### config.mk
export PLATFORM = sky130hd
export DESIGN_NAME = line_dma
export DESIGN_NICKNAME = d
export VERILOG_FILES = /design/src/source/line_dma.sv
export VERILOG_INCLUDE_DIRS = /design/src /design/src/source
export SDC_FILE = /design/constraint.sdc
export NUM_CORES = 1
export LEC_CHECK = 0
export BUFFER_PORTS_ARGS = -buffer_cell sky130_fd_sc_hd__buf_4
export CAP_MARGIN = 0
export CORE_ASPECT_RATIO = 0.6
export CORE_MARGIN = 2
export CORE_UTILIZATION = 44
export CTS_CLUSTER_DIAMETER = 40
export DETAILED_ROUTE_END_ITERATION = 6
export PLACE_DENSITY = 0.81
export RECOVER_POWER = 100
export SLEW_MARGIN = 20
export SYNTH_ARGS = -nofsm -noshare
export SYNTH_HDL_FRONTEND = slang
export SYNTH_SLANG_ARGS = --single-unit
### constraint.sdc
create_clock -name clk -period 4 [get_ports clk]
set_input_delay 0.2 -clock clk [delete_from_list [all_inputs] [get_ports clk]]
set_output_delay 0.2 -clock clk [all_outputs]
set_load 0.1 [all_outputs]
### src/source/vdma_settings.svh
// Video RAM fetch engine parameters
`ifndef VDMA_SETTINGS_SVH
`define VDMA_SETTINGS_SVH

// VRAM word address, bits 17 down to 1
`define VDMA_AW 17

// VRAM and cache data width
`define VDMA_DW 16

// Cache address width of one bank
`define VDMA_CACHE_AW 8

// Line phase pixel counts
`define VDMA_OBJ_START 3
`define VDMA_OBJ_END 11
`define VDMA_LINE_LEN 16

// Cache index ranges per layer
// layer 1 ends at 99, layer 3 starts right after layer 2
`define VDMA_SCR2_LAST 225

`endif

### src/source/line_dma.sv
// Per-line row scroll and object bus window
`timescale 1ns/1ns
`default_nettype none
`include "vdma_settings.svh"

module line_dma (
    input  wire                 clk,
    input  wire                 rst,
    input  wire                 pxl_cen,
    input  wire                 hb,
    input  wire  [8:0]          vrender,
    input  wire                 line_gnt,
    input  wire                 br_obj,
    input  wire                 br_pal,
    input  wire  [15:0]         vram_row_base,
    input  wire  [15:0]         row_offset,
    input  wire                 row_en,
    input  wire  [15:0]         hpos2,
    input  wire  [`VDMA_AW:1]   vram_obj_addr,
    input  wire  [`VDMA_DW-1:0] vram_data,
    output logic                hb_edge,
    output logic [8:0]          vrender_next,
    output logic                line_req,
    output logic [`VDMA_AW:1]   line_addr,
    output logic                line_done,
    output logic [15:0]         row_scr,
    output logic                bg_obj
);

    localparam logic [3:0] OBJ_START = 4'(`VDMA_OBJ_START);
    localparam logic [3:0] OBJ_END   = 4'(`VDMA_OBJ_END);
    localparam logic [3:0] LINE_LAST = 4'(`VDMA_LINE_LEN - 1);

    logic              last_hb;
    logic              hb_rise;
    logic              step;
    logic [3:0]        line_cnt;
    logic [9:0]        row_sum;
    logic [`VDMA_AW:1] row_addr;

    assign hb_rise = hb & ~last_hb;
    // Count only granted pixel strobes
    assign step    = line_req & line_gnt & pxl_cen;

    // Row scroll entry of the line about to be drawn
    assign row_sum  = row_offset[9:0] + {1'b0, vrender_next};
    assign row_addr = {vram_row_base[9:1], 8'd0} + {7'd0, row_sum};

    // Object engine drives the address once its window can open
    assign line_addr = (line_cnt >= OBJ_START) ? vram_obj_addr : row_addr;

    always_ff @(posedge clk or posedge rst) begin
        if (rst) begin
            last_hb   <= 1'b0;
            hb_edge   <= 1'b0;
            line_req  <= 1'b0;
            line_done <= 1'b0;
            line_cnt  <= 4'd0;
            bg_obj    <= 1'b0;
        end else begin
            last_hb   <= hb;
            hb_edge   <= hb_rise;
            line_done <= 1'b0;
            if (hb_rise) begin
                line_req <= 1'b1;
                line_cnt <= 4'd0;
                bg_obj   <= 1'b0;
            end else if (step) begin
                line_cnt <= line_cnt + 4'd1;
                // A pending palette request keeps the object engine out
                if (line_cnt == OBJ_START) begin
                    bg_obj <= br_obj & ~br_pal;
                end
                if (line_cnt == OBJ_END) begin
                    bg_obj <= 1'b0;
                end
                if (line_cnt == LINE_LAST) begin
                    line_req  <= 1'b0;
                    line_done <= 1'b1;
                    line_cnt  <= 4'd0;
                end
            end
        end
    end

    always_ff @(posedge clk) begin
        if (hb_rise) begin
            vrender_next <= vrender + 9'd1;
        end
        // Row word is sampled without vram_ok, three strobes give it time
        if (step && line_cnt == OBJ_START) begin
            row_scr <= {12'd0, hpos2[3:0]} + (row_en ? vram_data : 16'd0);
        end
    end

endmodule

`default_nettype wire

---- Word-level counts from Yosys, hierarchy flattened ----
Cells that the tools add are included.
cells by class
  $add $sub $neg .......................... 5
  magnitude comparators ................... 1
  equality and inequality tests ........... 3
  mux-type cells .......................... 15
  bitwise operators ....................... 6
  reductions and logical operators ........ 6
operator list
  kind                                                               count
  adder 17 x 10 -> 17 bit                                            1
  2-to-1 mux 17 bit                                                  1
  adder 4 x 16 -> 16 bit                                             1
  2-to-1 mux 16 bit                                                  1
  2-to-1 mux 4 bit                                                   3
  adder 10 x 9 -> 10 bit                                             1
  2-to-1 mux 1 bit                                                   10
  adder 9 x 1 -> 9 bit, second input constant                        1
  equality test 4 bit, second input constant                         2
  adder 4 x 1 -> 4 bit, second input constant                        1
  AND 1 bit                                                          4
  equality test 4 x 2 -> 1 bit, second input constant                1
  greater-or-equal comparator 4 x 2 -> 1 bit, second input constant  1
  AND reduction 2 bit                                                2
  nonzero test 2 bit                                                 2
  nonzero test 3 bit                                                 1
  NOT 1 bit                                                          2
  logical AND 1 bit                                                  1
word-level totals
  register bits ........................... 34
  input port bits ......................... 98
  output and inout bits ................... 46
  word-level logic and storage cells ...... 44

---- Longest topological paths before layout ----
  word-level depth ........................ 6
  mapped depth ............................ 12
  gate-level depth less buffers ........... 12

---- Worst setup path before layout ----
Ideal clock, no wire load.
  kind .................................... register -> output
  start point ............................. reg vrender_next[0]
  end point ............................... out line_addr[17] (netlist name)
  arrival time ............................ 5.367 ns
  required time ........................... 3.800 ns
  path slack .............................. -1.567 ns
  stages on the path, launching flop included .. 13
  path buffers ............................ 0
  path through ............................ edfxtp_1 -> ha_1 -> fa_1 -> a21oi_1 -> o21ai_0 -> a2111oi_0 -> nor3_1 -> xor2_1 -> ha_1 -> fa_1 -> nand4_1 -> xor2_1 -> o21ai_0
between the ends
  cells in the longest elaborated chain, start to end .. 3
ends and longest elaborated chain
  item                     line            RTL
  from (decl)              line_dma.sv:22  output logic [8:0] vrender_next,
  from (signal assigned)   line_dma.sv:88  vrender_next <= vrender + 9'd1;
  adder 10 x 9 -> 10 bit   line_dma.sv:46  assign row_sum = row_offset[9:0] + {1'b0, vrender_next};
  adder 17 x 10 -> 17 bit  line_dma.sv:47  assign row_addr = {vram_row_base[9:1], 8'd0} + {7'd0, row_sum};
  2-to-1 mux 17 bit        line_dma.sv:50  assign line_addr = (line_cnt >= OBJ_START) ? vram_obj_addr : row_addr;
  to (decl)                line_dma.sv:24  output logic [`VDMA_AW:1] line_addr,
Every way passes these cells.

---- Worst setup path after layout ----
  start point ............................. reg vrender_next[0]
  end point ............................... out line_addr[11] (netlist name)
Same word-level chain as after synthesis.

==> results_dict.tcl <==
set metrics [dict create \
    outcome "finished clean" \
    powerDensity_mw_per_mm2 409.3 \
    wl_um 6317 \
    hold_start "hb" \
    cap_violations 0 \
    hold_depth 1 \
    rows 21 \
    cts_setup_buffers 0 \
    die_w_um 100.7 \
    whs_ns 0.05362 \
    r2r_cells 4 \
    cp.required_ns 3.80 \
    cts_tree "yes" \
    arrival_ns 3.69 \
    setup_viol 0 \
    fin_util_pct 62.95 \
    gp_congestion 0.8430 \
    detail-route-antenna-nets 0 \
    drc 0 \
    synth_warnings 0 \
    worstMarginPinSlew_ns 1.219 \
    worst_clock_skew_ns 0.004973 \
    async_reset_ff_share_pct 26.47 \
    placed_cells 445 \
    internal_power_uw 781.1 \
    clockBufferDepth 2 \
    vias 2335 \
    clkTransAtPathRegs_ns 0.07 \
    r2r_end "row_scr[12]$_DFFE_PP_" \
    drive_above_1_share_pct 25.97 \
    switching_power_uw 633.8 \
    fin_cells 454 \
    start_util_pct 44.93 \
    wl_per_cell_um 13.91 \
    cts_sinks 34 \
    timing.final.crit_share_pct 97.14 \
    ctsRootBufferMaster "clkbuf_8" \
    yosysUniqueCellTypes 40 \
    n_antenna_cell 0 \
    clk_latency_ns 0.28 \
    worstReg2RegStart "line_cnt[0]$_DFFE_PP0P_" \
    cts_buffers 5 \
    gr-total-overflow 0 \
    grt_usage_pct 19.32 \
    synth-main-ff-cell "edfxtp_1" \
    min_path_type "input pin to register" \
    syn_avg_cell_area_sq_um 9.382 \
    drt_iter0_markers 72 \
    crit_type "register to output pin" \
    synth-seq-cells 34 \
    min_period_ns 3.886 \
    fmax_ghz 0.2574 \
    final_nets 502 \
    peakVddDrop_v 0.0002027 \
    finalMaxSlewViolations 0 \
    core-area_sq_mm 0.005492 \
    num_io_pins 144 \
    cellLeakagePower_nw 1.472 \
    via_per_inst 5.143 \
    reg2reg_slack_ns 1.85 \
    switching_share_pct 44.79 \
    layout.cells.most_common "buf_4" \
    holdPathEnd "last_hb$_DFF_PP0_" \
    h-tree-depth 2 \
    netlist_instances 263 \
    power_frac_clock_pct 24.7 \
    power_frac_comb_pct 46.8 \
    post_synth_instance_area_sq_mm 0.002467 \
    die_area_sq_mm 0.006242 \
    drtPass1Iterations 4 \
    areaGrowthSynthToFinish_pct 40.11 \
    finalHoldViolations 0 \
    yosysSeqAreaShare_pct 39.55 \
    die_h_um 62.01 \
    grt_pass1_wl_um 9342 \
    dp_hpwl_um 5102 \
    seq_power_share_pct 28.5 \
    relSlewSlack_pct 19.08 \
    nFillCells 505 \
    synthesis.nets 381 \
    worstSetupEndpointType "output pin" \
    layout_common_cells "buf_4 (70), nand2_1 (44), clkbuf_1 (41)" \
    antenna_found_initial 0 \
    grt_pass1_vias 2014 \
    portBuffers 118 \
    grt_max_degree 29 \
    critPathMaxFanout 4 \
    synth_edf_count 25 \
    cp-start-kind "register" \
]
-- Yosys cell counts, types with 3 or more instances --
library cell | count | share of area (%)
nand2_1 | 44 | 6.7
edfxtp_1 | 25 | 30
xnor2_1 | 19 | 6.7
ha_1 | 17 | 8.6
xor2_1 | 16 | 5.7
nor2_1 | 13 | 2.0
a21oi_1 | 12 | 2.4
and2_1 | 12 | 3.0
nand3_1 | 12 | 2.4
o21ai_0 | 12 | 2.4
nand4_1 | 11 | 2.8
inv_1 | 10 | 1.5
dfrtp_1 | 9 | 9.1
nor3_1 | 6 | 1.2
a21o_1 | 5 | 1.5
o21ai_1 | 5 | 1.0
and3_1 | 4 | 1.0
buf_2 | 3 | 0.61
fa_1 | 3 | 2.4
-- power by group through the flow --
stage / combinational [mW] / sequential, mW / clock (mW)
after floorplan: 0.483 / 0.455 / 0
after global placement: 0.680 / 0.411 / 0
after detailed placement: 0.689 / 0.411 / 0
after CTS: 0.692 / 0.404 / 0.359
after global routing: 0.701 / 0.405 / 0.372
final: 0.662 / 0.404 / 0.350
-- state kept, by name (all words and copies together) (netlist names) --
name / count
line_req: 1
last_hb: 1
row_scr: 16
line_done: 1
line_cnt: 4
hb_edge: 1
bg_obj: 1
vrender_next: 9
-- timing repair --
item | CTS | global route
setup endpoints to repair | 0 | 4
hold endpoints to repair | 9 | 0
hold buffers | 1 | 0
gates resized for setup | 0 | 3
-- cell families after synthesis --
family / synth area share [%]
DFF: 39.55
AOI/OAI and AO/OA: 10.29
xor gates and xnor gates: 12.42
buffers and inverters: 3.347
adders and majority gates: 11.05
and+or+nand+nor: 22.47
muxes: 0.8621
-- area by class of cell --
class,count,area (sq um),share of cell area [%]
clock buffer,6,93.84,2.714
clock inverter,2,38.79,1.122
inverter,10,37.54,1.086
multi-input combinational,212,1476,42.71
sequential,34,975.9,28.23
tap,69,86.33,2.497
timing repair buffer,121,748.2,21.64
-- per-stage QoR --
step / area [sq um] / setup slack [ns] / power (mW) / setup TNS [ns]
3_3_place_gp: 3473 / 0.4807 / 1.091 / 0
3_5_place_dp: 3473 / 0.3847 / 1.100 / 0
6_report: 3457 / 0.1145 / 1.415 / 0
5_1_grt: 3457 / -0.1020 / 1.478 / -0.3825
2_1_floorplan: 2526 / -0.2598 / 0.9377 / -0.2865
4_1_cts: 3616 / 0.05390 / 1.455 / 0
-- routing by layer --
metal,part of all wire (%),track usage (%)
met1,48,27.09
met2,44,31.33
met3,6.6,3.915
met4,0.78,4.892
met5,0,0
-- critical path, cell delays in order, from the launching register on --
cell and delay (ns):
edfxtp_1 0.43, ha_2 0.21, fa_1 0.40, a21oi_1 0.20
o21ai_0 0.15, a2111oi_1 0.40, nor3_1 0.13, xor2_1 0.16
ha_1 0.22, fa_1 0.46, xnor2_1 0.19, o21ai_4 0.13
clkbuf_4 0.34
-- how the worst max path moves through the flow --
stage / endpoint / slack [ns] / from
2_1_floorplan: line_addr[17] / -0.26 / vrender_next[0]$_DFFE_PP_
3_3_place_gp: line_addr[13] / 0.48 / vrender_next[0]$_DFFE_PP_
3_5_place_dp: line_addr[13] / 0.38 / vrender_next[0]$_DFFE_PP_
4_1_cts: line_addr[13] / 0.05 / vrender_next[0]$_DFFE_PP_
5_1_grt: line_addr[15] / -0.10 / vrender_next[0]$_DFFE_PP_
6_report: line_addr[11] / 0.11 / vrender_next[0]$_DFFE_PP_
Note: power is estimated with default switching activity, not from simulation.
