File: src/source/vdma_settings.svh
// Video RAM fetch engine parameters
`ifndef VDMA_SETTINGS_SVH
`define VDMA_SETTINGS_SVH

// VRAM word address, bits 17 down to 1
`define VDMA_AW 17

// VRAM and cache data width
`define VDMA_DW 16

// Cache address width of one bank
`define VDMA_CACHE_AW 8

// Line phase pixel counts
`define VDMA_OBJ_START 3
`define VDMA_OBJ_END 11
`define VDMA_LINE_LEN 16

// Cache index ranges per layer
// layer 1 ends at 99, layer 3 starts right after layer 2
`define VDMA_SCR2_LAST 225

`endif

File: src/source/vdma_pkg.sv
// Video RAM fetch engine types
`default_nettype none

package vdma_pkg;

    // Current holder of the VRAM bus
    typedef enum logic [1:0] {
        OWNER_NONE,
        OWNER_LINE,
        OWNER_PAL,
        OWNER_SCROLL
    } bus_owner_t;

    // Scroll layer being fetched
    typedef enum logic [1:0] {
        LAYER_SCR1,
        LAYER_SCR2,
        LAYER_SCR3
    } layer_t;

endpackage

`default_nettype wire

File: src/source/vram_arbiter.sv
// VRAM bus owner selection
`timescale 1ns/1ns
`default_nettype none
`include "vdma_settings.svh"

module vram_arbiter
    import vdma_pkg::*;
(
    input  wire                clk,
    input  wire                rst,
    input  wire                line_req,
    input  wire [`VDMA_AW:1]   line_addr,
    input  wire                scr_req,
    input  wire [`VDMA_AW:1]   scr_addr,
    input  wire                br_pal,
    input  wire [`VDMA_AW:1]   vram_pal_addr,
    input  wire                bg,
    output bus_owner_t         owner,
    output logic               line_gnt,
    output logic               scr_gnt,
    output logic               bg_pal,
    output logic               br,
    output logic               vram_cs,
    output logic [`VDMA_AW:1]  vram_addr
);

    bus_owner_t owner_next;

    // Line phase wins at once, others keep the bus until they let go
    always_comb begin
        if (line_req) begin
            owner_next = OWNER_LINE;
        end else if (owner == OWNER_PAL && br_pal) begin
            owner_next = OWNER_PAL;
        end else if (owner == OWNER_SCROLL && scr_req) begin
            owner_next = OWNER_SCROLL;
        end else if (br_pal) begin
            owner_next = OWNER_PAL;
        end else if (scr_req) begin
            owner_next = OWNER_SCROLL;
        end else begin
            owner_next = OWNER_NONE;
        end
    end

    always_ff @(posedge clk or posedge rst) begin
        if (rst) begin
            owner  <= OWNER_NONE;
            br     <= 1'b0;
            bg_pal <= 1'b0;
        end else begin
            owner  <= owner_next;
            br     <= (owner_next != OWNER_NONE);
            // Palette engine sees its grant one clock late
            bg_pal <= (owner == OWNER_PAL) && bg;
        end
    end

    assign vram_cs  = br;
    assign line_gnt = (owner == OWNER_LINE) && bg;
    assign scr_gnt  = (owner == OWNER_SCROLL) && bg;

    always_comb begin
        case (owner)
            OWNER_LINE:   vram_addr = line_addr;
            OWNER_PAL:    vram_addr = vram_pal_addr;
            OWNER_SCROLL: vram_addr = scr_addr;
            default:      vram_addr = '0;
        endcase
    end

endmodule

`default_nettype wire

File: config.mk
export PLATFORM = sky130hd
export DESIGN_NAME = vram_arbiter
export DESIGN_NICKNAME = d
export VERILOG_FILES = /design/src/source/vdma_pkg.sv /design/src/source/vram_arbiter.sv
export VERILOG_INCLUDE_DIRS = /design/src /design/src/source
export SDC_FILE = /design/constraint.sdc
export NUM_CORES = 1
export LEC_CHECK = 0
export BUFFER_PORTS_ARGS = -buffer_cell sky130_fd_sc_hd__buf_2
export CELL_PAD_IN_SITES_DETAIL_PLACEMENT = 1
export CELL_PAD_IN_SITES_GLOBAL_PLACEMENT = 1
export CORE_ASPECT_RATIO = 0.5
export CORE_MARGIN = 2
export CORE_UTILIZATION = 20
export DETAILED_ROUTE_END_ITERATION = 10
export GPL_TIMING_DRIVEN = 1
export PLACE_DENSITY = 0.89
export SYNTH_ARGS = -nofsm -noshare
export SYNTH_HDL_FRONTEND = slang
export SYNTH_SLANG_ARGS = --single-unit
export TNS_END_PERCENT = 5
File: constraint.sdc
create_clock -name clk -period 1.4 [get_ports clk]
set_input_delay 0.28 -clock clk [delete_from_list [all_inputs] [get_ports clk]]
set_output_delay 0.28 -clock clk [all_outputs]
set_load 0.1 [all_outputs]
# Yosys cells after proc, flatten, opt, wreduce, memory -nomap -nowiden
# Cells that the tools add are included.
[op_classes] add_sub_neg=0 multipliers=0 n_div=0 order_cmp=0 n_eq_ne=3 shift=0 mux=6 bitwise_logic=0 n_reduce_logical=6
[op_table] cell="case mux 17 bit (3 select lines)" n=1
[op_table] cell="two-way mux 2 bit" n=5
[op_table] cell="logical AND 1 bit" n=5
[op_table] cell="== test 2 bit, second input constant" n=2
[op_table] cell="== test 2 x 1 -> 1 bit, second input constant" n=1
[op_table] cell="nonzero test 2 bit" n=1
[totals] regBits=4 latchBits=0 ramBits=0 mem_bits_ro=0 elab_cells=18 mem_count=0

# Logic depth before layout (Yosys ltp)
# Gate-level depths: netlist (run 1).
[logic_depth] ltp_word=6 mapped_depth=4 ltp_nobuf=2

# Worst setup path after synthesis (run 1)
# Ideal clock, no wire load.
[synth_timing] kind="reg-to-output" from="register owner[1]" to="output vram_addr[10] (netlist name)" arrival_time_ns=2.240 t_required_ns=1.120 path_slack_ns=-1.120 path_stages_with_launch=5 cell_sequence="dfrtp_1 nor2b_1 buf_6 buf_8 a22o_1"
[synth_between] elab_chain_cells=2
[synth_rtl] element="start, declared" line="vram_arbiter.sv:18" rtl="output bus_owner_t owner,"
[synth_rtl] element="start signal, assigned" line="vram_arbiter.sv:52" rtl="owner <= owner_next;"
[synth_rtl] element="== test 2 bit or == test 2 x 1 -> 1 bit (tied branches)" line="vram_arbiter.sv:64" rtl="case (owner)"
[synth_rtl] element="case mux 17 bit (3 select lines) (*)" line="vram_arbiter.sv:64"
[synth_rtl] element="end, declared" line="vram_arbiter.sv:24" rtl="output logic [`VDMA_AW:1] vram_addr"
# Mark *: on every way between the ends. The rest lies on a longest branch, timed or not.

# Worst setup path in the final report (run 1)
# Ends and elaborated chain as after synthesis.

==> results.sh, run 1 <==
export IMPL_ys_flop_type="dfrtp_1"
export IMPL_async_flop_share_pct=100
export IMPL_violations="negative setup slack"
export IMPL_yosys_warnings=0
export IMPL_critPathKind="reg -> out"
export IMPL_ir_drop_v=0.000907
export IMPL_cp_start_kind="flop"
export IMPL_synth_common_cells="17 x a22o_1, 11 x mux2_4, 5 x mux2_1"
export IMPL_root_buffer="clkbuf_8"
export IMPL_dieHeight_um=43.2
export IMPL_r2r_slack_ps=80
export IMPL_synth_top_area_share_pct=26.9
export IMPL_status="complete, but fails checks"
export IMPL_skew_ps=7.87
export IMPL_fmax_mhz=536
export IMPL_dp_final_hpwl_um=2540
export IMPL_required_ps=1120
export IMPL_slowest_stage="dfrtp_4"
export IMPL_grt_pass1_wl_um=4730
export IMPL_slew_viol_final=0
export IMPL_synth_cell_area_sq_um=614
export IMPL_synth_most_common_cell="a22o_1"
export IMPL_port_buffers=80
export IMPL_fillers=325
export IMPL_fin_crit_ps=1860
export IMPL_synth_seq_cells=4
export IMPL_cts_tree="done"
export IMPL_grt_max_degree=23
export IMPL_hold_viol_final=0
export IMPL_final_setup_viol_count=20
export IMPL_cts_max_level=1
export IMPL_antenna_found_initial=0
export IMPL_crit_arrival_ps=1580
export IMPL_cts_max_path_buffers=2
export IMPL_drt_initial_drc_count=13
export IMPL_die_x_um=82.4
export IMPL_path_common_cell="buf_12"
export IMPL_clkSinkCount=4
export IMPL_drcViolationCount=0
export IMPL_drive_gt1_share_pct=92.8
export IMPL_endpoint_kind="output port"
export IMPL_synthDistinctLibCells=18
export IMPL_tns_ps=-8200
export IMPL_total_power_w=0.00150
export IMPL_cp_top_family="flip-flops"
export IMPL_fin_crit_sh_pct=133
export IMPL_grt_pass1_vias=887
export IMPL_rsz0062_at_grt="yes"
export IMPL_synth_area_leader_cell="mux2_4"
export IMPL_antenna_cells=0
export IMPL_cp_num_buf_inv=2
export IMPL_firstDrtPassIters=2
export IMPL_netlist_instances=56
export IMPL_p_leak_nw=0.839
export IMPL_synth_area_top_cells="mux2_4 27%, a22o_1 24%, dfrtp_1 16%"
export IMPL_gp_congestion=0.659
export IMPL_maxSlewHeadroom_pct=66.5
export IMPL_path_max_fanout=13
export IMPL_synth_fp_nets=113
export IMPL_route_vias_total=793
export IMPL_core_area_sq_um=2960
export IMPL_final_setup_worst_slack_ps=-465
export IMPL_wirelength_um=3070
export IMPL_synthToLayoutAreaGrowth_pct=166
export IMPL_ys_seq_area_share_pct=16.3
export IMPL_start_util_pct=20.8
export IMPL_cts_buffers=3
export IMPL_hold_class="in -> reg"
export IMPL_r2r_end="owner[0]"
export IMPL_r2r_cells=4
export IMPL_clock_latency_ps=220
export IMPL_cts_clk_slew_worst_paths_ps=30
export IMPL_final_antenna_net_count=0
export IMPL_rows=14
export IMPL_maxCapViolations=0
export IMPL_p_per_area_nw_per_um2=916
export IMPL_avgSynthCellArea_sq_um=11.0
export IMPL_viasPerCell=4.46
export IMPL_worstSetupStartpoint="owner[1]"
export IMPL_die_area_sq_um=3560
export IMPL_cp_depth=4
export IMPL_synth_edf_count=0
export IMPL_io_pins=81
export IMPL_nets=197
export IMPL_wl_per_cell_um=17.2
export IMPL_reg2reg_from="owner[1]"
export IMPL_worstMarginPinSlew_ps=506
export IMPL_cp_cell_sequence="buf_12, mux2_4, a22o_4, buf_12"
export IMPL_gr_total_overflow=0
export IMPL_grt_total_usage_pct=18.4
export IMPL_cpPeakStageDelay_ps=500
export IMPL_endpoint="vram_addr[10]"
-- layout by cell type (no fill, tap or decap), drive strengths merged --
cell type    instances
a21bo                1
a21o                 1
a22o                17
and3                 1
and3b                1
buf                 85
clkbuf               3
dfrtp                4
dlygate4sd3          1
inv                  1
mux2                17
nand2                1
nor2                 3
nor2b                1
or3                  1
-- cell type report --
type	instances	area, sq um	area share, %
Sequential cell	4	108	6.59
Multi-Input combinational cell	44	626	38.3
Timing Repair Buffer	86	805	49.3
Clock buffer	3	41.3	2.53
Inverter	1	3.75	0.230
Tap cell	40	50.0	3.07
-- worst reg2reg max path, cell delays in order, from the launching register on --
cell and delay (ps):
dfrtp_4 500, buf_12 170, buf_4 160, a21bo_2 210
a21o_1 170
-- worst min path at each step --
stage,from,to,cells after the start
6_report,line_req,owner[1],2
3_3_place_gp,rst,br,2
2_1_floorplan,rst,bg_pal,1
3_5_place_dp,rst,owner[0],2
4_1_cts,line_req,owner[1],2
5_1_grt,line_req,owner[1],2
-- flip-flops by register name, summed over array words and instances (netlist names) --
name,cells
br,1
owner,2
bg_pal,1
-- report_power, final --
| group | switching (W) | total, W | internal, W |
|---|---|---|---|
| Clock | 0.0000613 | 0.000245 | 0.000183 |
| Combinational | 0.000649 | 0.00112 | 0.000469 |
| Sequential | 0.00000835 | 0.000133 | 0.000125 |
-- routing by layer --
metal | track usage (%) | wire (um) | up-vias | part of all wire (%)
li1 | - | - | 384 | -
met1 | 20.8 | 1150 | 400 | 37
met2 | 35.8 | 1870 | 9 | 61
met3 | 3.40 | 53 | 0 | 1.7
met4 | 3.00 | 0 | 0 | 0
met5 | 0 | 0 | - | 0
-- through the flow --
step / std cells / util (%) / worst slack, ps / hold WS [ps] / instance area (sq um)
3_5_place_dp: 172 / 51.9 / -328 / 166 / 1540
3_3_place_gp: 172 / 51.9 / -279 / 158 / 1540
4_1_cts: 178 / 55.0 / -473 / 250 / 1630
5_1_grt: 178 / 55.2 / -500 / 262 / 1630
6_report: 178 / 55.2 / -465 / 252 / 1630
2_1_floorplan: 56 / - / -339 / 46.1 / 807
-- kinds of logic after synthesis --
group           after synthesis  synth area share [%]
compound gates               19                  27.1
mux                          17                  37.9
simple gates                  8                  7.33
buf+inv                       8                  11.4
flops                         4                  16.3
-- repair_timing --
action / 4_1_cts / 5_1_grt
endpoints found under the setup margin: 20 / 21
hold buffers: 1 / 0
pin swaps: 1 / 2
setup buffers: 2 / 0
resized for setup: 3 / 1
endpoints found under the hold margin: 4 / 0
Note: power is estimated with default switching activity, not from simulation.
==> run 2: changes to the inputs <==
--- a/config.mk
+++ b/config.mk
@@ -15,6 +15,7 @@
 export DETAILED_ROUTE_END_ITERATION = 10
 export GPL_TIMING_DRIVEN = 1
 export PLACE_DENSITY = 0.89
+export SETUP_SLACK_MARGIN = 0.3
 export SYNTH_ARGS = -nofsm -noshare
 export SYNTH_HDL_FRONTEND = slang
 export SYNTH_SLANG_ARGS = --single-unit
==> results.sh, run 2 (synthesis gave the netlist of run 1 again) <==
export IMPL_worstHoldPathCells=2
export IMPL_drive_gt1_share_pct=93.5
export IMPL_synthToLayoutAreaGrowth_pct=172
export IMPL_p_sw_share_pct=48.1
export IMPL_p_switching_w=0.000728
export IMPL_wirelength_um=3320
export IMPL_final_antenna_net_count=0
export IMPL_p_per_area_nw_per_um2=906
export IMPL_placed_cells=172
export IMPL_hold_class="in -> reg"
export IMPL_clock_latency_ps=220
export IMPL_grt_use_met1_pct=22.5
export IMPL_antenna_cells=0
export IMPL_p_leak_nw=0.855
export IMPL_maxSlewHeadroom_pct=86.2
export IMPL_gp_congestion=0.659
export IMPL_slew_viol_final=0
export IMPL_grt_pass1_wl_um=5000
export IMPL_fin_crit_sh_pct=134
export IMPL_critPathKind="reg -> out"
export IMPL_worstMarginPinSlew_ps=208
export IMPL_dp_final_hpwl_um=2540
export IMPL_root_buffer="clkbuf_8"
export IMPL_nets=197
export IMPL_maxCapViolations=0
export IMPL_grt_max_degree=23
export IMPL_crit_arrival_ps=1600
export IMPL_fin_util_pct=56.4
export IMPL_grt_busiest_layer="met2"
export IMPL_viasPerCell=4.53
export IMPL_firstDrtPassIters=3
export IMPL_grt_total_usage_pct=19.6
export IMPL_fin_crit_ps=1880
export IMPL_layout_commonest_cell="buf_2"
export IMPL_reg_largest_list="owner x2, bg_pal x1, br x1"
export IMPL_cts_buffers=3
export IMPL_antenna_found_initial=0
export IMPL_cts_max_path_buffers=2
export IMPL_status="complete, but fails checks"
export IMPL_p_int_w=0.000787
export IMPL_route_vias_total=806
export IMPL_final_setup_worst_slack_ps=-481
export IMPL_gr_total_overflow=0
export IMPL_endpoint="vram_addr[1]"
export IMPL_die_area_sq_um=3560
export IMPL_fmax_mhz=532
export IMPL_clkSinkCount=4
export IMPL_start_util_pct=20.8
export IMPL_cts_max_level=1
export IMPL_p_seq_share_pct=8.9
export IMPL_drcViolationCount=0
export IMPL_rows=14
export IMPL_layout_common_cells="56 x buf_2, 26 x buf_12, 17 x a22o_4, 16 x mux2_4"
export IMPL_cp_start_kind="flop"
export IMPL_io_pins=81
export IMPL_core_area_sq_um=2960
export IMPL_fin_cells=178
export IMPL_drt_initial_drc_count=17
export IMPL_ir_drop_v=0.000905
export IMPL_r2r_slack_ps=80
export IMPL_worstSetupStartpoint="owner[1]"
export IMPL_reg2reg_from="owner[1]"
export IMPL_die_x_um=82.4
export IMPL_final_setup_viol_count=20
export IMPL_rsz0062_at_grt="yes"
export IMPL_top_register="owner"
export IMPL_grt_pass1_vias=896
export IMPL_largest_register_ffs=2
export IMPL_dieHeight_um=43.2
export IMPL_met3_usage_pct=3.83
export IMPL_endpoint_kind="output port"
export IMPL_path_max_fanout=13
export IMPL_violations="negative setup slack"
export IMPL_cts_tree="done"
export IMPL_port_buffers=80
export IMPL_required_ps=1120
export IMPL_use_met2_pct=36.5
export IMPL_fillers=315
export IMPL_p_comb_share_pct=74.7
export IMPL_wl_per_cell_um=18.6
export IMPL_cts_clk_slew_worst_paths_ps=30
export IMPL_skew_ps=9.78
export IMPL_r2r_end="owner[0]"
export IMPL_clock_power_share_pct=16.3
export IMPL_r2r_cells=4
export IMPL_hold_viol_final=0
-- run 2: cell counts in the layout (fill, tap and decap cells not counted) --
Identical to the previous run, type by type.
-- run 2: cell type report --
| type | count | area (sq um) | area share [%] |
|---|---|---|---|
| clock buffer | 3 | 41.3 | 2.47 |
| inverter | 1 | 3.75 | 0.225 |
| multi-input combinational | 44 | 626 | 37.5 |
| sequential | 4 | 109 | 6.52 |
| tap | 40 | 50.0 | 3.00 |
| timing repair buffer | 86 | 841 | 50.3 |
-- run 2: power by group through the flow --
stage / Combinational, W / Clock, W / Sequential, W
finish: 0.00113 / 0.000247 / 0.000135
global route: 0.00116 / 0.000262 / 0.000136
CTS: 0.00113 / 0.000248 / 0.000135
detailed placement: 0.00110 / 0 / 0.000133
global placement: 0.00108 / 0 / 0.000132
floorplan: 0.000678 / 0 / 0.000177
-- run 2: metal layers --
layer,part of all wire (%),vias to the layer above
met5,0,-
met4,0.69,0
li1,-,386
met3,1.6,2
met2,57,11
met1,40,407
-- run 2: worst max-delay path, stage by stage, from the launching register on --
cell	delay, ps
dfrtp_4	510
buf_12	170
mux2_4	310
a22o_4	230
buf_12	160
-- run 2: repair_timing --
item | 4_1_cts | 5_1_grt
hold endpoints to repair | 4 | 0
pin swaps | 1 | 1
setup buffers | 2 | 0
hold buffers | 1 | 0
endpoints found under the setup margin | 25 | 24
resized for setup | 11 | 4
-- run 2: how the worst min path moves through the flow --
stage | start | to | slack, ps
after global routing | line_req | owner[1] | 260
after global placement | rst | br | 160
after floorplan | rst | bg_pal | 50
after detailed placement | rst | owner[0] | 170
after CTS | line_req | owner[1] | 250
final | line_req | owner[1] | 250
-- run 2: stage by stage --
step,instance area [sq um],setup WS [ps],power (W),TNS [ps],hold WS [ps]
floorplan,807,-339,0.000855,-6430,46.1
global placement,1540,-279,0.00121,-4820,158
detailed placement,1540,-328,0.00124,-5660,166
CTS,1660,-473,0.00151,-8390,250
global route,1670,-509,0.00156,-8900,262
finish,1670,-481,0.00151,-8360,251
==> run 3: changes to the inputs <==
--- a/config.mk
+++ b/config.mk
@@ -6,15 +6,15 @@
 export SDC_FILE = /design/constraint.sdc
 export NUM_CORES = 1
 export LEC_CHECK = 0
-export BUFFER_PORTS_ARGS = -buffer_cell sky130_fd_sc_hd__buf_2
 export CELL_PAD_IN_SITES_DETAIL_PLACEMENT = 1
 export CELL_PAD_IN_SITES_GLOBAL_PLACEMENT = 1
-export CORE_ASPECT_RATIO = 0.5
+export CORE_ASPECT_RATIO = 1.2
 export CORE_MARGIN = 2
-export CORE_UTILIZATION = 20
+export CORE_UTILIZATION = 38
 export DETAILED_ROUTE_END_ITERATION = 10
+export DONT_BUFFER_PORTS = 1
 export GPL_TIMING_DRIVEN = 1
-export PLACE_DENSITY = 0.89
+export PLACE_DENSITY = 0.84
 export SETUP_SLACK_MARGIN = 0.3
 export SYNTH_ARGS = -nofsm -noshare
 export SYNTH_HDL_FRONTEND = slang
==> results.sh, run 3 (synthesis gave the netlist of run 1 again) <==
export IMPL_status="complete, but fails checks"
export IMPL_violations="negative setup slack"
export IMPL_gp_congestion=0.585
export IMPL_endpoint_kind="output port"
export IMPL_rows=15
export IMPL_wirelength_um=1780
export IMPL_gr_total_overflow=0
export IMPL_critPathKind="reg -> out"
export IMPL_r2r_cells=3
export IMPL_required_ps=1120
export IMPL_clkSinkCount=4
export IMPL_layout_common_cells="17 x a22o_4, 16 x mux2_4, 5 x buf_12, 5 x buf_4, 4 x buf_6"
export IMPL_hold_viol_final=0
export IMPL_grt_max_degree=22
export IMPL_fmax_mhz=546
export IMPL_cp_depth=3
export IMPL_cp_cell_sequence="buf_6, mux2_4, a22o_4"
export IMPL_ir_drop_v=0.000657
export IMPL_regArea_sq_um=109
export IMPL_cts_clk_slew_worst_paths_ps=40
export IMPL_port_buffers=0
export IMPL_antenna_found_initial=0
export IMPL_firstDrtPassIters=3
export IMPL_die_x_um=40.7
export IMPL_start_util_pct=41.4
export IMPL_grt_pass1_wl_um=2310
export IMPL_grt_total_usage_pct=17.8
export IMPL_cts_buffers=3
export IMPL_cpPeakStageDelay_ps=500
export IMPL_slowest_stage="dfrtp_4"
export IMPL_p_comb_share_pct=72.4
export IMPL_route_vias_total=553
export IMPL_fillers=141
export IMPL_wl_per_cell_um=20.9
export IMPL_p_seq_share_pct=12.2
export IMPL_placed_area_sq_um=872
export IMPL_path_max_fanout=8
export IMPL_final_antenna_net_count=0
export IMPL_cts_tree="done"
export IMPL_dp_final_hpwl_um=1330
export IMPL_hold_class="in -> reg"
export IMPL_skew_ps=10.5
export IMPL_clock_power_share_pct=15.4
export IMPL_slew_viol_final=0
export IMPL_drcViolationCount=0
export IMPL_layout_commonest_cell="a22o_4"
export IMPL_worstHoldPathCells=1
export IMPL_crit_arrival_ps=1550
export IMPL_drt_initial_drc_count=5
export IMPL_cts_max_path_buffers=2
export IMPL_synthToLayoutAreaGrowth_pct=59.3
export IMPL_final_setup_viol_count=19
export IMPL_root_buffer="clkbuf_4"
export IMPL_cp_num_buf_inv=1
export IMPL_maxSlewHeadroom_pct=80.6
export IMPL_viasPerCell=6.51
export IMPL_nets=126
export IMPL_dieHeight_um=48.0
export IMPL_maxCapViolations=0
export IMPL_p_int_w=0.000458
export IMPL_worstMarginPinSlew_ps=293
export IMPL_reg_largest_list="owner x2, bg_pal x1, br x1"
export IMPL_cp_top_family="flip-flops"
export IMPL_placed_cells=76
export IMPL_grt_pass1_vias=560
export IMPL_p_leak_nw=0.470
export IMPL_antenna_cells=0
export IMPL_p_per_area_nw_per_um2=1110
export IMPL_top_register="owner"
export IMPL_io_pins=81
export IMPL_fin_cells=85
export IMPL_fin_crit_sh_pct=131
export IMPL_fin_crit_ps=1830
export IMPL_largest_register_ffs=2
export IMPL_p_switching_w=0.000629
export IMPL_multi_input_area_sq_um=626
export IMPL_cts_max_level=1
export IMPL_fin_util_pct=66.0
export IMPL_die_area_sq_um=1960
export IMPL_cp_start_kind="flop"
export IMPL_rsz0062_at_grt="yes"
export IMPL_tns_ps=-7470
export IMPL_clock_latency_ps=250
export IMPL_drive_gt1_share_pct=85.3
export IMPL_core_area_sq_um=1480
export IMPL_final_setup_worst_slack_ps=-431
export IMPL_total_power_w=0.00109
export IMPL_p_sw_share_pct=57.8
export IMPL_finalInstanceArea_sq_um=978
==> run 3: worst paths after layout <==
path | from | to | slack, ps
min reg2reg | owner[1] | bg_pal | 810
min in group asynchronous | rst | owner[0] | 370
max in group asynchronous | rst | owner[1] | 850
min | line_req | owner[1] | 110
max | owner[1] | vram_addr[6] | -430
max reg2reg | owner[0] | owner[0] | 210
==> run 3: worst register-to-register path, cell delays in order (launching register included) <==
cell and delay [ps]:
dfrtp_4 500, buf_12 180, a21bo_2 220, a21o_1 180
==> run 3: per-layer routing <==
layer / track usage (%) / wire [um]
met1: 17.5 / 517
met2: 35.2 / 1050
met3: 2.33 / 191
met4: 8.00 / 16
met5: 0 / 0
==> run 3: layout make-up <==
type	instances	share of cell area [%]
Clock buffer	4	2.69
Tap cell	17	2.17
Multi-Input combinational cell	44	63.9
Inverter	1	0.384
Timing Repair Buffer	15	19.7
Sequential cell	4	11.1
==> run 3: through the flow <==
stage          setup slack (ps)  hold slack (ps)
2_1_floorplan              -339             46.1
3_3_place_gp               -292             53.5
3_5_place_dp               -316             59.5
4_1_cts                    -440              106
5_1_grt                    -463              103
6_report                   -431              108
==> run 3: power groups by stage <==
| stage | clock network (W) | registers (W) | logic (W) |
|---|---|---|---|
| detailed placement | 0 | 0.000134 | 0.000761 |
| global route | 0.000180 | 0.000134 | 0.000808 |
| finish | 0.000167 | 0.000133 | 0.000788 |
| floorplan | 0 | 0.000177 | 0.000678 |
| CTS | 0.000166 | 0.000133 | 0.000788 |
| global placement | 0 | 0.000133 | 0.000756 |
==> run 3: repair_timing <==
| item | CTS | global route |
|---|---|---|
| setup endpoints to repair | 26 | 25 |
| pin swaps | 1 | 0 |
| hold buffers | 1 | 0 |
| gates resized for setup | 9 | 1 |
| setup buffers | 4 | 0 |
| hold endpoints to repair | 4 | 0 |
