$ cat src/source/vdma_settings.svh
// Video RAM fetch engine parameters
`ifndef VDMA_SETTINGS_SVH
`define VDMA_SETTINGS_SVH

// VRAM word address, bits 17 down to 1
`define VDMA_AW 17

// VRAM and cache data width
`define VDMA_DW 16

// Cache address width of one bank
`define VDMA_CACHE_AW 8

// Line phase pixel counts
`define VDMA_OBJ_START 3
`define VDMA_OBJ_END 11
`define VDMA_LINE_LEN 16

// Cache index ranges per layer
// layer 1 ends at 99, layer 3 starts right after layer 2
`define VDMA_SCR2_LAST 225

`endif

$ cat src/source/vdma_pkg.sv
// Video RAM fetch engine types
`default_nettype none

package vdma_pkg;

    // Current holder of the VRAM bus
    typedef enum logic [1:0] {
        OWNER_NONE,
        OWNER_LINE,
        OWNER_PAL,
        OWNER_SCROLL
    } bus_owner_t;

    // Scroll layer being fetched
    typedef enum logic [1:0] {
        LAYER_SCR1,
        LAYER_SCR2,
        LAYER_SCR3
    } layer_t;

endpackage

`default_nettype wire

$ cat src/source/scroll_fetch.sv
// Scroll layer tile map fetch
`timescale 1ns/1ns
`default_nettype none
`include "vdma_settings.svh"

module scroll_fetch
    import vdma_pkg::*;
(
    input  wire                      clk,
    input  wire                      rst,
    input  wire                      pxl_cen,
    input  wire                      hb_edge,
    input  wire                      line_done,
    input  wire  [8:0]               vrender_next,
    input  wire                      scr_gnt,
    input  wire  [15:0]              vram1_base,
    input  wire  [15:0]              vram2_base,
    input  wire  [15:0]              vram3_base,
    input  wire  [15:0]              hpos1,
    input  wire  [15:0]              hpos2,
    input  wire  [15:0]              hpos3,
    input  wire  [15:0]              vpos1,
    input  wire  [15:0]              vpos2,
    input  wire  [15:0]              vpos3,
    input  wire                      vram_ok,
    output logic                     scr_req,
    output logic [`VDMA_AW:1]        scr_addr,
    output logic                     cache_we,
    output logic [`VDMA_CACHE_AW-1:0] cache_waddr,
    output layer_t                   cache_layer,
    output logic [2:0]               swap_req
);

    localparam logic [7:0] SCR2_LAST  = 8'(`VDMA_SCR2_LAST);
    localparam logic [7:0] SCR3_FIRST = SCR2_LAST + 8'd1;

    logic [2:0]  pending;
    layer_t      layer;
    logic [8:0]  scr_cnt;
    logic        written;
    logic [7:0]  scr_last;
    logic [10:0] vn;
    logic [10:0] hn;
    logic [15:0] vram_base;
    logic [15:0] vscr1;
    logic [15:0] vscr2;
    logic [15:0] vscr3;

    // Next layer to examine
    logic        sel_valid;
    logic        start;
    layer_t      sel_layer;
    logic [2:0]  sel_mask;
    logic        sel_aligned;
    logic [10:0] sel_vn;
    logic [10:0] sel_hn;
    logic [15:0] sel_base;
    logic [7:0]  sel_first;
    logic [7:0]  sel_last;

    logic [11:0] scan;
    logic [10:0] hstep;
    logic        fetch_addr;
    logic        fetch_ok;

    assign vscr1 = vpos1 + {7'd0, vrender_next};
    assign vscr2 = vpos2 + {7'd0, vrender_next};
    assign vscr3 = vpos3 + {7'd0, vrender_next};

    assign sel_valid = !scr_req && (pending != 3'd0) && !hb_edge && !line_done;
    assign start     = sel_valid && sel_aligned;

    always_comb begin
        if (pending[0]) begin
            sel_layer   = LAYER_SCR1;
            sel_mask    = 3'b001;
            sel_aligned = (vscr1[2:0] == 3'd0);
            sel_vn      = vscr1[10:0];
            sel_hn      = {hpos1[10:3], 3'd0};
            sel_base    = vram1_base;
            sel_first   = 8'd0;
            sel_last    = 8'd99;
        end else if (pending[1]) begin
            sel_layer   = LAYER_SCR2;
            sel_mask    = 3'b010;
            sel_aligned = (vscr2[3:0] == 4'd0);
            sel_vn      = vscr2[10:0];
            sel_hn      = {hpos2[10:4], 4'd0};
            sel_base    = vram2_base;
            sel_first   = 8'd128;
            sel_last    = SCR2_LAST;
        end else begin
            sel_layer   = LAYER_SCR3;
            sel_mask    = 3'b100;
            sel_aligned = (vscr3[3:0] == 4'd0);
            sel_vn      = vscr3[10:0];
            sel_hn      = {hpos3[10:5], 5'd0};
            sel_base    = vram3_base;
            sel_first   = SCR3_FIRST;
            sel_last    = 8'd255;
        end
    end

    // Map scan order, tile size 8, 16 or 32 pixels
    always_comb begin
        case (layer)
            LAYER_SCR1: begin
                scan  = {vn[8], hn[8:3], vn[7:3]};
                hstep = 11'd8;
            end
            LAYER_SCR2: begin
                scan  = {vn[9:8], hn[9:4], vn[7:4]};
                hstep = 11'd16;
            end
            default: begin
                scan  = {vn[10:8], hn[10:5], vn[7:5]};
                hstep = 11'd32;
            end
        endcase
    end

    assign fetch_addr  = scr_req && scr_gnt && !scr_cnt[0];
    assign fetch_ok    = scr_req && scr_gnt && scr_cnt[0] && !written && vram_ok;
    assign cache_layer = layer;

    always_ff @(posedge clk or posedge rst) begin
        if (rst) begin
            pending  <= 3'd0;
            scr_req  <= 1'b0;
            layer    <= LAYER_SCR1;
            scr_cnt  <= 9'd0;
            written  <= 1'b0;
            cache_we <= 1'b0;
            swap_req <= 3'd0;
        end else begin
            cache_we <= 1'b0;
            if (hb_edge) begin
                // New line aborts whatever is left
                pending  <= 3'd0;
                scr_req  <= 1'b0;
                written  <= 1'b0;
                swap_req <= 3'd0;
            end else if (line_done) begin
                pending <= 3'b111;
            end else if (sel_valid) begin
                pending <= pending & ~sel_mask;
                if (sel_aligned) begin
                    scr_req  <= 1'b1;
                    layer    <= sel_layer;
                    scr_cnt  <= {sel_first, 1'b0};
                    written  <= 1'b0;
                    swap_req <= swap_req | sel_mask;
                end
            end else if (scr_req && scr_gnt) begin
                if (!scr_cnt[0]) begin
                    if (pxl_cen) begin
                        scr_cnt <= scr_cnt + 9'd1;
                    end
                end else if (!written) begin
                    if (vram_ok) begin
                        cache_we <= 1'b1;
                        written  <= 1'b1;
                    end
                end else if (pxl_cen) begin
                    written <= 1'b0;
                    scr_cnt <= scr_cnt + 9'd1;
                    if (scr_cnt[8:1] == scr_last) begin
                        scr_req <= 1'b0;
                    end
                end
            end
        end
    end

    always_ff @(posedge clk) begin
        if (start) begin
            vn        <= sel_vn;
            hn        <= sel_hn;
            vram_base <= sel_base;
            scr_last  <= sel_last;
        end else if (fetch_addr) begin
            scr_addr <= {vram_base[9:1], 8'd0} + {4'd0, scan, scr_cnt[1]};
        end else if (fetch_ok) begin
            cache_waddr <= scr_cnt[8:1];
            // Second word of a pair closes the tile
            if (scr_cnt[1]) begin
                hn <= hn + hstep;
            end
        end
    end

endmodule

`default_nettype wire

$ cat config.mk
export PLATFORM = sky130hd
export DESIGN_NAME = scroll_fetch
export DESIGN_NICKNAME = d
export VERILOG_FILES = /design/src/source/vdma_pkg.sv /design/src/source/scroll_fetch.sv
export VERILOG_INCLUDE_DIRS = /design/src /design/src/source
export SDC_FILE = /design/constraint.sdc
export NUM_CORES = 1
export LEC_CHECK = 0
export ABC_AREA = 1
export BUFFER_PORTS_ARGS = -buffer_cell sky130_fd_sc_hd__buf_2
export CELL_PAD_IN_SITES_DETAIL_PLACEMENT = 0
export CELL_PAD_IN_SITES_GLOBAL_PLACEMENT = 2
export CORE_MARGIN = 8
export CORE_UTILIZATION = 25
export DETAILED_ROUTE_END_ITERATION = 10
export HOLD_SLACK_MARGIN = 0.1
export PLACE_DENSITY_LB_ADDON = 0.12
export SLEW_MARGIN = 20
export SYNTH_ARGS = -nofsm -noshare
export SYNTH_HDL_FRONTEND = slang
export SYNTH_SLANG_ARGS = --single-unit
export TNS_END_PERCENT = 50
$ cat constraint.sdc
create_clock -name clk -period 2.4 [get_ports clk]
set_input_delay 0.48 -clock clk [delete_from_list [all_inputs] [get_ports clk]]
set_output_delay 0.48 -clock clk [all_outputs]
set_load 0.05 [all_outputs]
# ---- Word-level counts from Yosys, hierarchy flattened
# Index checks and enable logic that the tools add are counted.
dict set report classes {
  div_mod_pow 0
  n_reduce_logical 40
  mul 0
  bitwise_logic 7
  shifts 0
  magnitude_cmp 0
  n_eq_ne 8
  n_mux 59
  n_addsub 6
}
# operator n
set op_table {}
lappend op_table {{$mux 11} 8}
lappend op_table {{$mux 9} 7}
lappend op_table {{$add 11x9->11} 3}
lappend op_table {{$mux 3} 9}
lappend op_table {{$mux 1} 26}
lappend op_table {{$pmux 12 s2} 1}
lappend op_table {{$reduce_bool 3->1} 8}
lappend op_table {{$mux 10} 2}
lappend op_table {{$add 17x13->17} 1}
lappend op_table {{$reduce_and 7->1} 2}
lappend op_table {{$pmux 6 s2} 1}
lappend op_table {{$reduce_and 4->1} 3}
lappend op_table {{$add 11x11->11} 1}
lappend op_table {{$reduce_bool 2->1} 5}
lappend op_table {{$add 9x1->9 const B} 1}
lappend op_table {{$logic_and 1x1->1} 9}
lappend op_table {{$reduce_and 3->1} 3}
lappend op_table {{$eq 8x8->1} 1}
lappend op_table {{$logic_not 4->1} 2}
lappend op_table {{$mux 8} 1}
lappend op_table {{$mux 7} 1}
lappend op_table {{$ne 3x2->1 const B} 2}
lappend op_table {{$logic_not 1->1} 5}
lappend op_table {{$mux 5} 1}
lappend op_table {{12 further kinds} 17}
dict set report totals {
  elab_cells 134
  latch_bits 0
  reg_bits 85
  output_inout_bits 32
  mem_bits_ro 0
  n_memories 0
  input_bits 160
  mem_bits_rw 0
}

# ---- Logic depth before layout (Yosys ltp)
# Gate-level depths: netlist of run 1.
dict set report depth {
  ltp_word 9
  depth_mapped 14
  mapped_depth_nobuf 14
}

# ---- Worst setup path before layout of run 1
# No wires, ideal clock.
dict set report synth_timing {
  path_type {reg-to-reg}
  from {reg layer[1] (netlist: cache_layer[1])}
  to {reg scr_addr[17] (netlist bit), data pin}
  setup_slack_ps -430
  required_time_ps 2142
  path_buffers 1
  period_less_slack_ps 2830
  arrival_time_ps 2573
  stages_incl_launch_ff 13
  setup_ps 258
  path_cell_list {dfrtp_1 -> clkbuf_1 -> nor2_1 -> inv_1 -> o22ai_1 -> a21oi_1 -> ha_1 -> inv_1 -> fa_1 -> o21ai_0 -> a21o_1 -> nand4_1 -> xnor2_1}
}
dict set report synth_via {
  elab_chain_cells 3
  word_cells_on_any_way 4
  classes_between {add/sub: 1; eq/ne: 1; mux: 1; reduce/logical: 1}
}
# item line_no
set synth_lines {}
lappend synth_lines {{start: declaration} scroll_fetch.sv:38} ;# layer_t layer;
lappend synth_lines {{start signal: assignment} scroll_fetch.sv:149} ;# layer <= sel_layer;
lappend synth_lines {{$eq 2x1->1 / $logic_not 2->1 (equally long branches)} scroll_fetch.sv:106} ;# case (layer)
lappend synth_lines {{$pmux 12 s2 (*)} scroll_fetch.sv:106}
lappend synth_lines {{$add 17x13->17 (*)} scroll_fetch.sv:182} ;# scr_addr <= {vram_base[9:1], 8'd0} + {4'd0, scan, scr_cnt[1]};
lappend synth_lines {{end signal: assignment} scroll_fetch.sv:182}
lappend synth_lines {{end: declaration} scroll_fetch.sv:27} ;# output logic [`VDMA_AW:1] scr_addr,
# Every way passes the cells marked *; elsewhere a longest branch is shown, timed or not.
# A chain may end at the register's enable or synchronous reset.

# ---- Worst setup path in the final report of run 1
dict set report layout_timing {
  from {reg layer[0] (netlist: cache_layer[0])}
  to {reg scr_addr[17] (netlist bit), data pin}
}
# Same word-level chain as after synthesis.

==> qor.csv, run 1 <==
metric,value,unit
place_area,6650,sq um
max-vdd-ir-drop,0.332,mV
grt_pass1_vias,5273,
gp_congestion,0.827,
start_util,25.5,%
numCtsBuffers,9,
clock_latency,0.33,ns
viasPerCell,4.63,
n_antenna_cell,0,
cpMaxStageDelayCell,dfrtp_2,
grt_usage,13.5,%
htreeDepth,3,
fillCellCount,2232,
ys_ff_latch,73,
dp_hpwl,15.1,mm
rsz0062_at_grt,yes,
outcome,"complete, no violations",
fmax,428,MHz
cap_violations,0,
wl_per_cell,16.1,um
area_growth,31.1,%
yosys.cell_types.count,46,
cp.buffers_inverters,2,
drv_slew,0,
multi_input_comb_area,2950,sq um
fin_skew,0.00543,ns
powerDensity,761,nW/um^2
finalWirelength,18.0,mm
final_common_cell,nand2_1,
coreArea,21000,sq um
clkTransAtPathRegs,0.06,ns
cp-start-kind,flop,
port_buffers,128,
finalCritPeriodShare,97.3,%
dpl_worst_slack,-0.194,ns
ios,192,
end_kind,flop,
layout_setup_ws,0.0647,ns
crit_path_frequent_cell,inv_1,
synth_fp_nets,871,
antenna_found_initial,0,
final_antenna_net_count,0,
ff_latch_area,2090,sq um
cp_max_fo,4,
path_cells,nor2_4 > inv_1 > o22ai_1 > a21oi_1 > ha_1 > inv_1 > fa_2 > o21ai_2 > a21o_1 > nand4_1 > xnor2_1,
fin_area,7030,sq um
layout_common_cells,"178 x nand2_1, 128 x buf_2, 59 x inv_1",
ys_seq_area_share,39.0,%
slew_headroom,68.1,%
fp-row-count,53,
critPathArrivalTime,2.42,ns
crit_family,compound AO/OA/AOI/OAI gates,
cts_tree,built,
ys.flop_type,edfxtp_1,
setup_violations,0,
vias,5173,
grt_max_degree,27,
drc,0,
syn-cell-area,5370,sq um
total_power,5.35,mW
avgSynthCellArea,8.02,sq um
hold_violations,0,
final_util,33.5,%
finish.net_count,1040,
async_flop_share,27.4,%
cts_sinks,73,
cp.required,2.48,ns
chipHeight,162,um
grt_pass1_wl,28.1,mm
final_layout_size_suffix_gt1_share,26.7,%
fp.dieArea,26400,sq um
holdWs,0.150,ns
min_period,2.34,ns
cp_slowest_stage_delay,0.44,ns
worstMarginPinSlew,0.478,ns
die_w,162,um
synth_warnings,0,
clock_path_buffers,2,
critPathKind,reg2reg,
root_buffer,clkbuf_16,
first_pass_iters,4,
drtIter0Drc,212,
overflow,0,
power_leakage,3.39,nW
synthCells,669,
synth_edf_count,53,
hp-class,in2async,
## cells by family after synthesis
group / Yosys count / share of synthesized area [%]
buffers and inverters: 83 / 6.60
xor gates and xnor gates: 19 / 3.10
adders and majority gates: 42 / 10.2
AOI/OAI and AO/OA: 130 / 14.4
DFF: 73 / 39.0
muxes: 1 / 0.187
and+or+nand+nor: 321 / 26.5
## worst reg2reg max path, cell delays in order (launching register included)
cell	delay (ns)
dfrtp_2	0.44
nor2_4	0.06
inv_1	0.13
o22ai_1	0.09
a21oi_1	0.19
ha_1	0.20
inv_1	0.06
fa_2	0.36
o21ai_2	0.16
a21o_1	0.16
nand4_1	0.10
xnor2_1	0.13
## per-stage QoR
stage,TNS (ns),instances
6_report,0,1118
5_1_grt,-0.146,1118
4_1_cts,0,1116
3_5_place_dp,-7.46,1100
3_3_place_gp,-7.57,1100
2_1_floorplan,-0.0476,669
## sequential cells by signal (all words and copies together), names as in the netlist
| name | count |
|---|---|
| cache_layer | 2 |
| scr_last | 3 |
| scr_cnt | 9 |
| scr_req | 1 |
| written | 1 |
| swap_req | 3 |
| cache_we | 1 |
| hn | 8 |
| pending | 3 |
| vram_base | 9 |
| vn | 8 |
| scr_addr | 17 |
| cache_waddr | 8 |
## layer usage
layer,GRT usage [%],vias to the layer above,routed length (um)
li1,-,2640,-
met1,16.9,2398,8270
met2,23.5,119,8740
met3,2.28,16,832
met4,3.70,0,201
met5,0,-,0
## cells in the mapped netlist (4+ instances only)
library cell	count	area [sq um]
inv_1	60	225
nor3_1	7	35.0
xor2_1	12	105
nand3_1	58	290
nand4_1	13	81.3
xnor2_1	7	61.3
inv_2	6	22.5
ha_1	39	488
dfrtp_1	20	500
o22ai_1	6	37.5
o211ai_1	4	30.0
nor2_1	45	169
nand2_1	178	668
o21ai_1	16	80.1
edfxtp_1	53	1590
buf_6	4	45.0
a22o_1	5	43.8
o21ai_0	27	135
a21oi_1	45	225
a22oi_1	4	30.0
a21o_1	5	37.5
clkbuf_1	9	33.8
## power breakdown
group	total (mW)	switching (mW)	internal, mW
Clock	1.60	0.503	1.10
Combinational	2.07	1.26	0.813
Sequential	1.68	0.114	1.56
## final cells by class
cell class,instances,area share [%]
Multi-Input combinational cell,513,41.9
Tap cell,275,4.89
Sequential cell,73,29.8
Timing Repair Buffer,173,14.4
Clock buffer,12,3.79
Clock inverter,4,1.39
Inverter,68,3.77
## path summary, 6_finish.rpt
kind	cells past startpoint	from	slack, ns	to
setup / recovery	11	cache_layer[0]	0.06	scr_addr[17]
setup reg to reg	11	cache_layer[0]	0.06	scr_addr[17]
min in group clk	2	line_done	0.34	cache_we
max in group asynchronous	3	rst	1.68	cache_layer[1]
hold reg to reg	1	swap_req[0]	0.50	swap_req[0]
hold / removal	2	rst	0.15	cache_we
## what timing repair did
item | in CTS | in global routing
hold buffers | 0 | 0
setup buffers | 0 | 2
hold endpoints to repair | 0 | 0
gates resized for setup | 1 | 0
endpoints found under the setup margin | 1 | 3
Power figures use the tool's default switching activity.
==> run 2, diff against run 1 <==
SETUP_SLACK_MARGIN = 0.2   (was default)
==> run 2 against run 1 <==
Cell count grew 1.1%. Sequential share of layout area fell by 1.4 points. Clock-buffer cell count down 2. Largest cell class unchanged. Register-to-register slack better by 0.08 ns. Sequential cell count stayed put. Worst setup slack better by 0.083 ns. Highest routed layer unchanged. Cell area is 5.0% higher. Non-clock buffer count up 10. Clock power is 5% lower. Critical endpoint unchanged. Maximum frequency rose by 3.7%.
==> qor.csv, run 2 (synthesis gave the netlist of run 1 again) <==
metric,value,unit
reg_top3,"scr_addr x17, scr_cnt x9, vram_base x9",
largest-register,scr_addr,
cts_sinks,73,
critPathKind,reg2reg,
antenna_found_initial,0,
grt_pass1_wl,28.6,mm
clock_path_buffers,2,
fp.dieArea,26400,sq um
layout_common_cells,"171 x nand2_1, 126 x buf_2, 56 x nand3_1",
power_leakage,3.48,nW
vias,5183,
fp-row-count,53,
end_kind,flop,
cp.buffers_inverters,2,
overflow,0,
setup_violations,0,
wl_per_cell,16.5,um
viasPerCell,4.59,
final_antenna_net_count,0,
drv_slew,0,
final_common_cell,nand2_1,
start_util,25.5,%
cts_tree,built,
dpl_worst_slack,-0.194,ns
slew_headroom,67.5,%
cp_slowest_stage_delay,0.46,ns
finalNonFillerCells,1130,
crit_family,adder cells,
setup_tns,0,ns
cp-start-kind,flop,
multi_input_comb_area,3170,sq um
worstMarginPinSlew,0.486,ns
fillCellCount,2209,
powerDensity,754,nW/um^2
drtIter0Drc,206,
max-vdd-ir-drop,0.352,mV
dp_hpwl,15.1,mm
finalWirelength,18.6,mm
clkTransAtPathRegs,0.06,ns
grt_pass1_vias,5328,
cap_violations,0,
clock_latency,0.33,ns
chipHeight,162,um
numCtsBuffers,9,
min_period,2.25,ns
n_antenna_cell,0,
final_layout_size_suffix_gt1_share,31.2,%
port_buffers,128,
fin_skew,0.00651,ns
finish.net_count,1052,
drc,0,
htreeDepth,3,
placed_cells,1102,
die_w,162,um
gp_congestion,0.822,
ios,192,
cp.required,2.48,ns
crit_path_frequent_cell,inv_2,
layout_setup_ws,0.147,ns
path_cells,nor2_4 > inv_2 > o22ai_2 > a21oi_2 > ha_2 > inv_2 > fa_2 > o21ai_2 > a21o_1 > nand4_1 > xnor2_1,
rsz0062_at_grt,yes,
largest_reg_flops,17,
root_buffer,clkbuf_16,
outcome,"complete, no violations",
hold_violations,0,
area_growth,37.6,%
grt_usage,13.8,%
cp_max_fo,5,
fmax,444,MHz
grt_max_degree,26,
critPathArrivalTime,2.34,ns
ff_latch_area,2090,sq um
coreArea,21000,sq um
cpMaxStageDelayCell,dfrtp_2,
cts_hold_buf,0,
hp-class,in2async,
first_pass_iters,4,
finalCritPeriodShare,93.9,%
==> run 2: cell types whose count changed in the layout (fill, tap and decap cells not counted), moves of 4 or more <==
cell / before / now
ha_1: 39 / 34
buf_4: 42 / 48
inv_1: 59 / 55
a21oi_1: 44 / 38
nand2_1: 178 / 171
a21oi_2: 1 / 6
==> run 2: final timing paths <==
check	to	from	slack, ns	cells past startpoint
worst max-delay path	scr_addr[17]	cache_layer[1]	0.15	11
worst min-delay path	swap_req[1]	rst	0.18	3
worst max register to register	scr_addr[17]	cache_layer[1]	0.15	11
worst min register to register	swap_req[0]	swap_req[0]	0.50	1
max in group asynchronous	cache_layer[0]	rst	1.95	3
min in group clk	cache_we	line_done	0.35	2
==> run 2: worst register-to-register path: cells and delay by family, from the launching register on <==
kind	cells	cell delay, ns
and+or+nand+nor	2	0.17
adders and majority gates	2	0.57
xor gates and xnor gates	1	0.15
AOI/OAI and AO/OA	4	0.54
DFF	1	0.46
buffers and inverters	2	0.12
==> run 2: timing repair <==
action | 4_1_cts | 5_1_grt
pin swaps | 5 | 19
buffers inserted | 6 | 2
cloned | 0 | 4
resized for setup | 8 | 40
setup endpoints to repair | 17 | 52
==> run 2: area by class of cell <==
| class | count | share of cell area, % |
|---|---|---|
| multi-input combinational | 514 | 42.9 |
| sequential | 73 | 28.4 |
| timing repair buffer | 183 | 15.6 |
| tap | 275 | 4.66 |
| inverter | 68 | 3.80 |
| clock buffer | 10 | 3.10 |
| clock inverter | 6 | 1.44 |
| timing repair inverter | 1 | 0.119 |
==> run 2: stage by stage <==
stage	util, %	power [mW]	area (sq um)	hold slack (ns)
detailed placement	31.8	3.76	6690	0.487
finish	35.1	5.56	7380	0.177
global placement	31.8	3.75	6690	0.484
floorplan	-	3.10	5440	0.423
global route	35.1	5.94	7380	0.205
CTS	33.8	5.43	7100	0.180
==> run 2: metal layers <==
layer  routed length, um  vias to the layer above  GRT usage [%]
li1                    -                     2671              -
met1                8470                     2373           17.3
met2                9020                      123           23.6
met3                 760                       16           2.30
met4                 359                        0           4.50
met5                   0                        -              0
==> run 2: where the power goes <==
group	switching (mW)	total [mW]	internal (mW)	leakage, nW
sequential	0.126	1.69	1.56	0.755
combinational	1.40	2.35	0.952	2.56
clock	0.513	1.52	1.01	0.162
==> run 3, diff against run 2 <==
==> constraint.sdc (replaced) <==
create_clock -name clk -period 2.4 [get_ports clk]
set_input_delay 0.36 -clock clk [delete_from_list [all_inputs] [get_ports clk]]
set_output_delay 0.36 -clock clk [all_outputs]
set_load 0.05 [all_outputs]
==> run 3 against run 2 <==
Non-clock buffer count down 24. Via count down 2.4%. Sequential cell count unchanged. Cell area down 6.6%. Clock-buffer cell count up 2. Clock skew down 0.00054 ns. Worst hold slack better by 0.018 ns. Highest routed layer unchanged.
==> qor.csv, run 3 (synthesis gave the netlist of run 1 again) <==
metric,value,unit
fp.dieArea,26400,sq um
fin_skew,0.00596,ns
finalCritPeriodShare,92.0,%
cp_slowest_stage_delay,0.47,ns
finalWirelength,18.0,mm
first_pass_iters,6,
viasPerCell,4.58,
total_power,5.09,mW
cts_sinks,73,
final_antenna_net_count,0,
grt_usage,13.6,%
final_layout_size_suffix_gt1_share,26.3,%
drv_slew,0,
clock_path_buffers,2,
end_kind,flop,
wl_per_cell,16.3,um
fp-row-count,53,
cts_tree,built,
grt_pass1_vias,5151,
switching_share,37.4,%
max-vdd-ir-drop,0.354,mV
setup_tns,0,ns
clock_latency,0.33,ns
switching_power,1.90,mW
rsz0062_at_grt,yes,
pwr-share-seq,33.1,%
die_w,162,um
vias,5061,
worstMarginPinSlew,0.848,ns
cp-start-kind,flop,
setup_violations,0,
numCtsBuffers,9,
min_period,2.21,ns
coreArea,21000,sq um
largest-register,scr_addr,
reg_top3,"scr_addr x17, scr_cnt x9, vram_base x9",
antenna_found_initial,0,
comb_power_share,41.6,%
area_growth,28.6,%
p_int,3.18,mW
ff_latch_area,2090,sq um
root_buffer,clkbuf_16,
cp_max_fo,5,
port_buffers,128,
path_cells,inv_4 > o22ai_2 > a21oi_2 > ha_2 > inv_2 > fa_2 > o21ai_2 > a21o_1 > nand4_1 > xnor2_1,
overflow,0,
finish.net_count,1026,
critPathArrivalTime,2.28,ns
htreeDepth,3,
drtIter0Drc,181,
chipHeight,162,um
layout_common_cells,"178 x nand2_1, 128 x buf_2, 58 x nand3_1",
n_antenna_cell,0,
cap_violations,0,
ios,192,
hp-class,in2async,
grt_max_degree,21,
critPathKind,reg2reg,
power_leakage,3.28,nW
dp_hpwl,14.9,mm
multi_input_comb_area,3000,sq um
cpMaxStageDelayCell,dfrtp_2,
cp.required,2.48,ns
hold_violations,0,
power.share.clock,25.3,%
grt_pass1_wl,28.0,mm
powerDensity,737,nW/um^2
outcome,"complete, no violations",
largest_reg_flops,17,
clkTransAtPathRegs,0.06,ns
final_common_cell,nand2_1,
start_util,25.5,%
gp_congestion,0.797,
drc,0,
slew_headroom,43.4,%
fmax,453,MHz
fillCellCount,2217,
[run 3: cell types whose count changed in the layout (fill, tap and decap cells not counted), sizes merged]
cell | previous run | this run
nand2 | 184 | 183
buf | 181 | 159
clkinv | 4 | 3
bufinv | 3 | 1
[run 3: layout make-up]
cell class / count / area share [%]
multi-input cells: 513 / 43.5
flip-flops and latches: 73 / 30.4
repair buffers: 159 / 13.1
well taps: 275 / 4.99
inverters: 68 / 3.92
clock buffers: 12 / 3.43
clock inverters: 4 / 0.635
[run 3: layer usage]
layer	share of wire (%)	global-route usage [%]
met1	46	17.3
met2	49	23.3
met3	3.7	2.30
met4	1.2	3.54
met5	0	0
[run 3: timing repair]
action,in CTS,in global routing
setup buffers,2,1
hold buffers,0,0
pin swaps,2,1
setup endpoints to repair,3,14
hold endpoints to repair,0,0
gates resized for setup,5,7
[run 3: critical path: cells and delay by family (launching register included)]
family	cells	cell delay [ns]
and+or+nand+nor	1	0.10
adders and majority gates	2	0.55
buffers and inverters	2	0.16
AOI/OAI and AO/OA	4	0.53
xor gates and xnor gates	1	0.14
DFF	1	0.47
[run 3: worst paths after layout]
check / startpoint / end / slack, ns / cells past startpoint
max: cache_layer[1] / scr_addr[17] / 0.19 / 10
min: rst / cache_we / 0.20 / 2
max reg2reg: cache_layer[1] / scr_addr[17] / 0.19 / 10
min reg2reg: swap_req[0] / swap_req[0] / 0.49 / 1
max in group asynchronous: rst / cache_layer[0] / 1.62 / 2
min in group clk: line_done / cache_we / 0.23 / 2
[run 3: stage by stage]
| step | cell area (sq um) | worst slack (ns) | hold WS [ns] | utilization (%) | std cells |
|---|---|---|---|---|---|
| 2_1_floorplan | 5430 | 0.00785 | 0.324 | - | 669 |
| 3_3_place_gp | 6540 | -0.0458 | 0.479 | 31.1 | 1085 |
| 3_5_place_dp | 6540 | -0.0664 | 0.478 | 31.1 | 1085 |
| 4_1_cts | 6860 | 0.150 | 0.224 | 32.6 | 1103 |
| 5_1_grt | 6900 | 0.0671 | 0.225 | 32.8 | 1104 |
| 6_report | 6900 | 0.193 | 0.195 | 32.8 | 1104 |
[run 3: power groups by stage]
stage	clock network, mW	logic, mW	registers (mW)
after global placement	0	2.00	1.71
after global routing	1.38	2.38	1.70
after detailed placement	0	2.01	1.71
final	1.29	2.12	1.68
after CTS	1.33	2.09	1.68
after floorplan	0	1.26	1.84
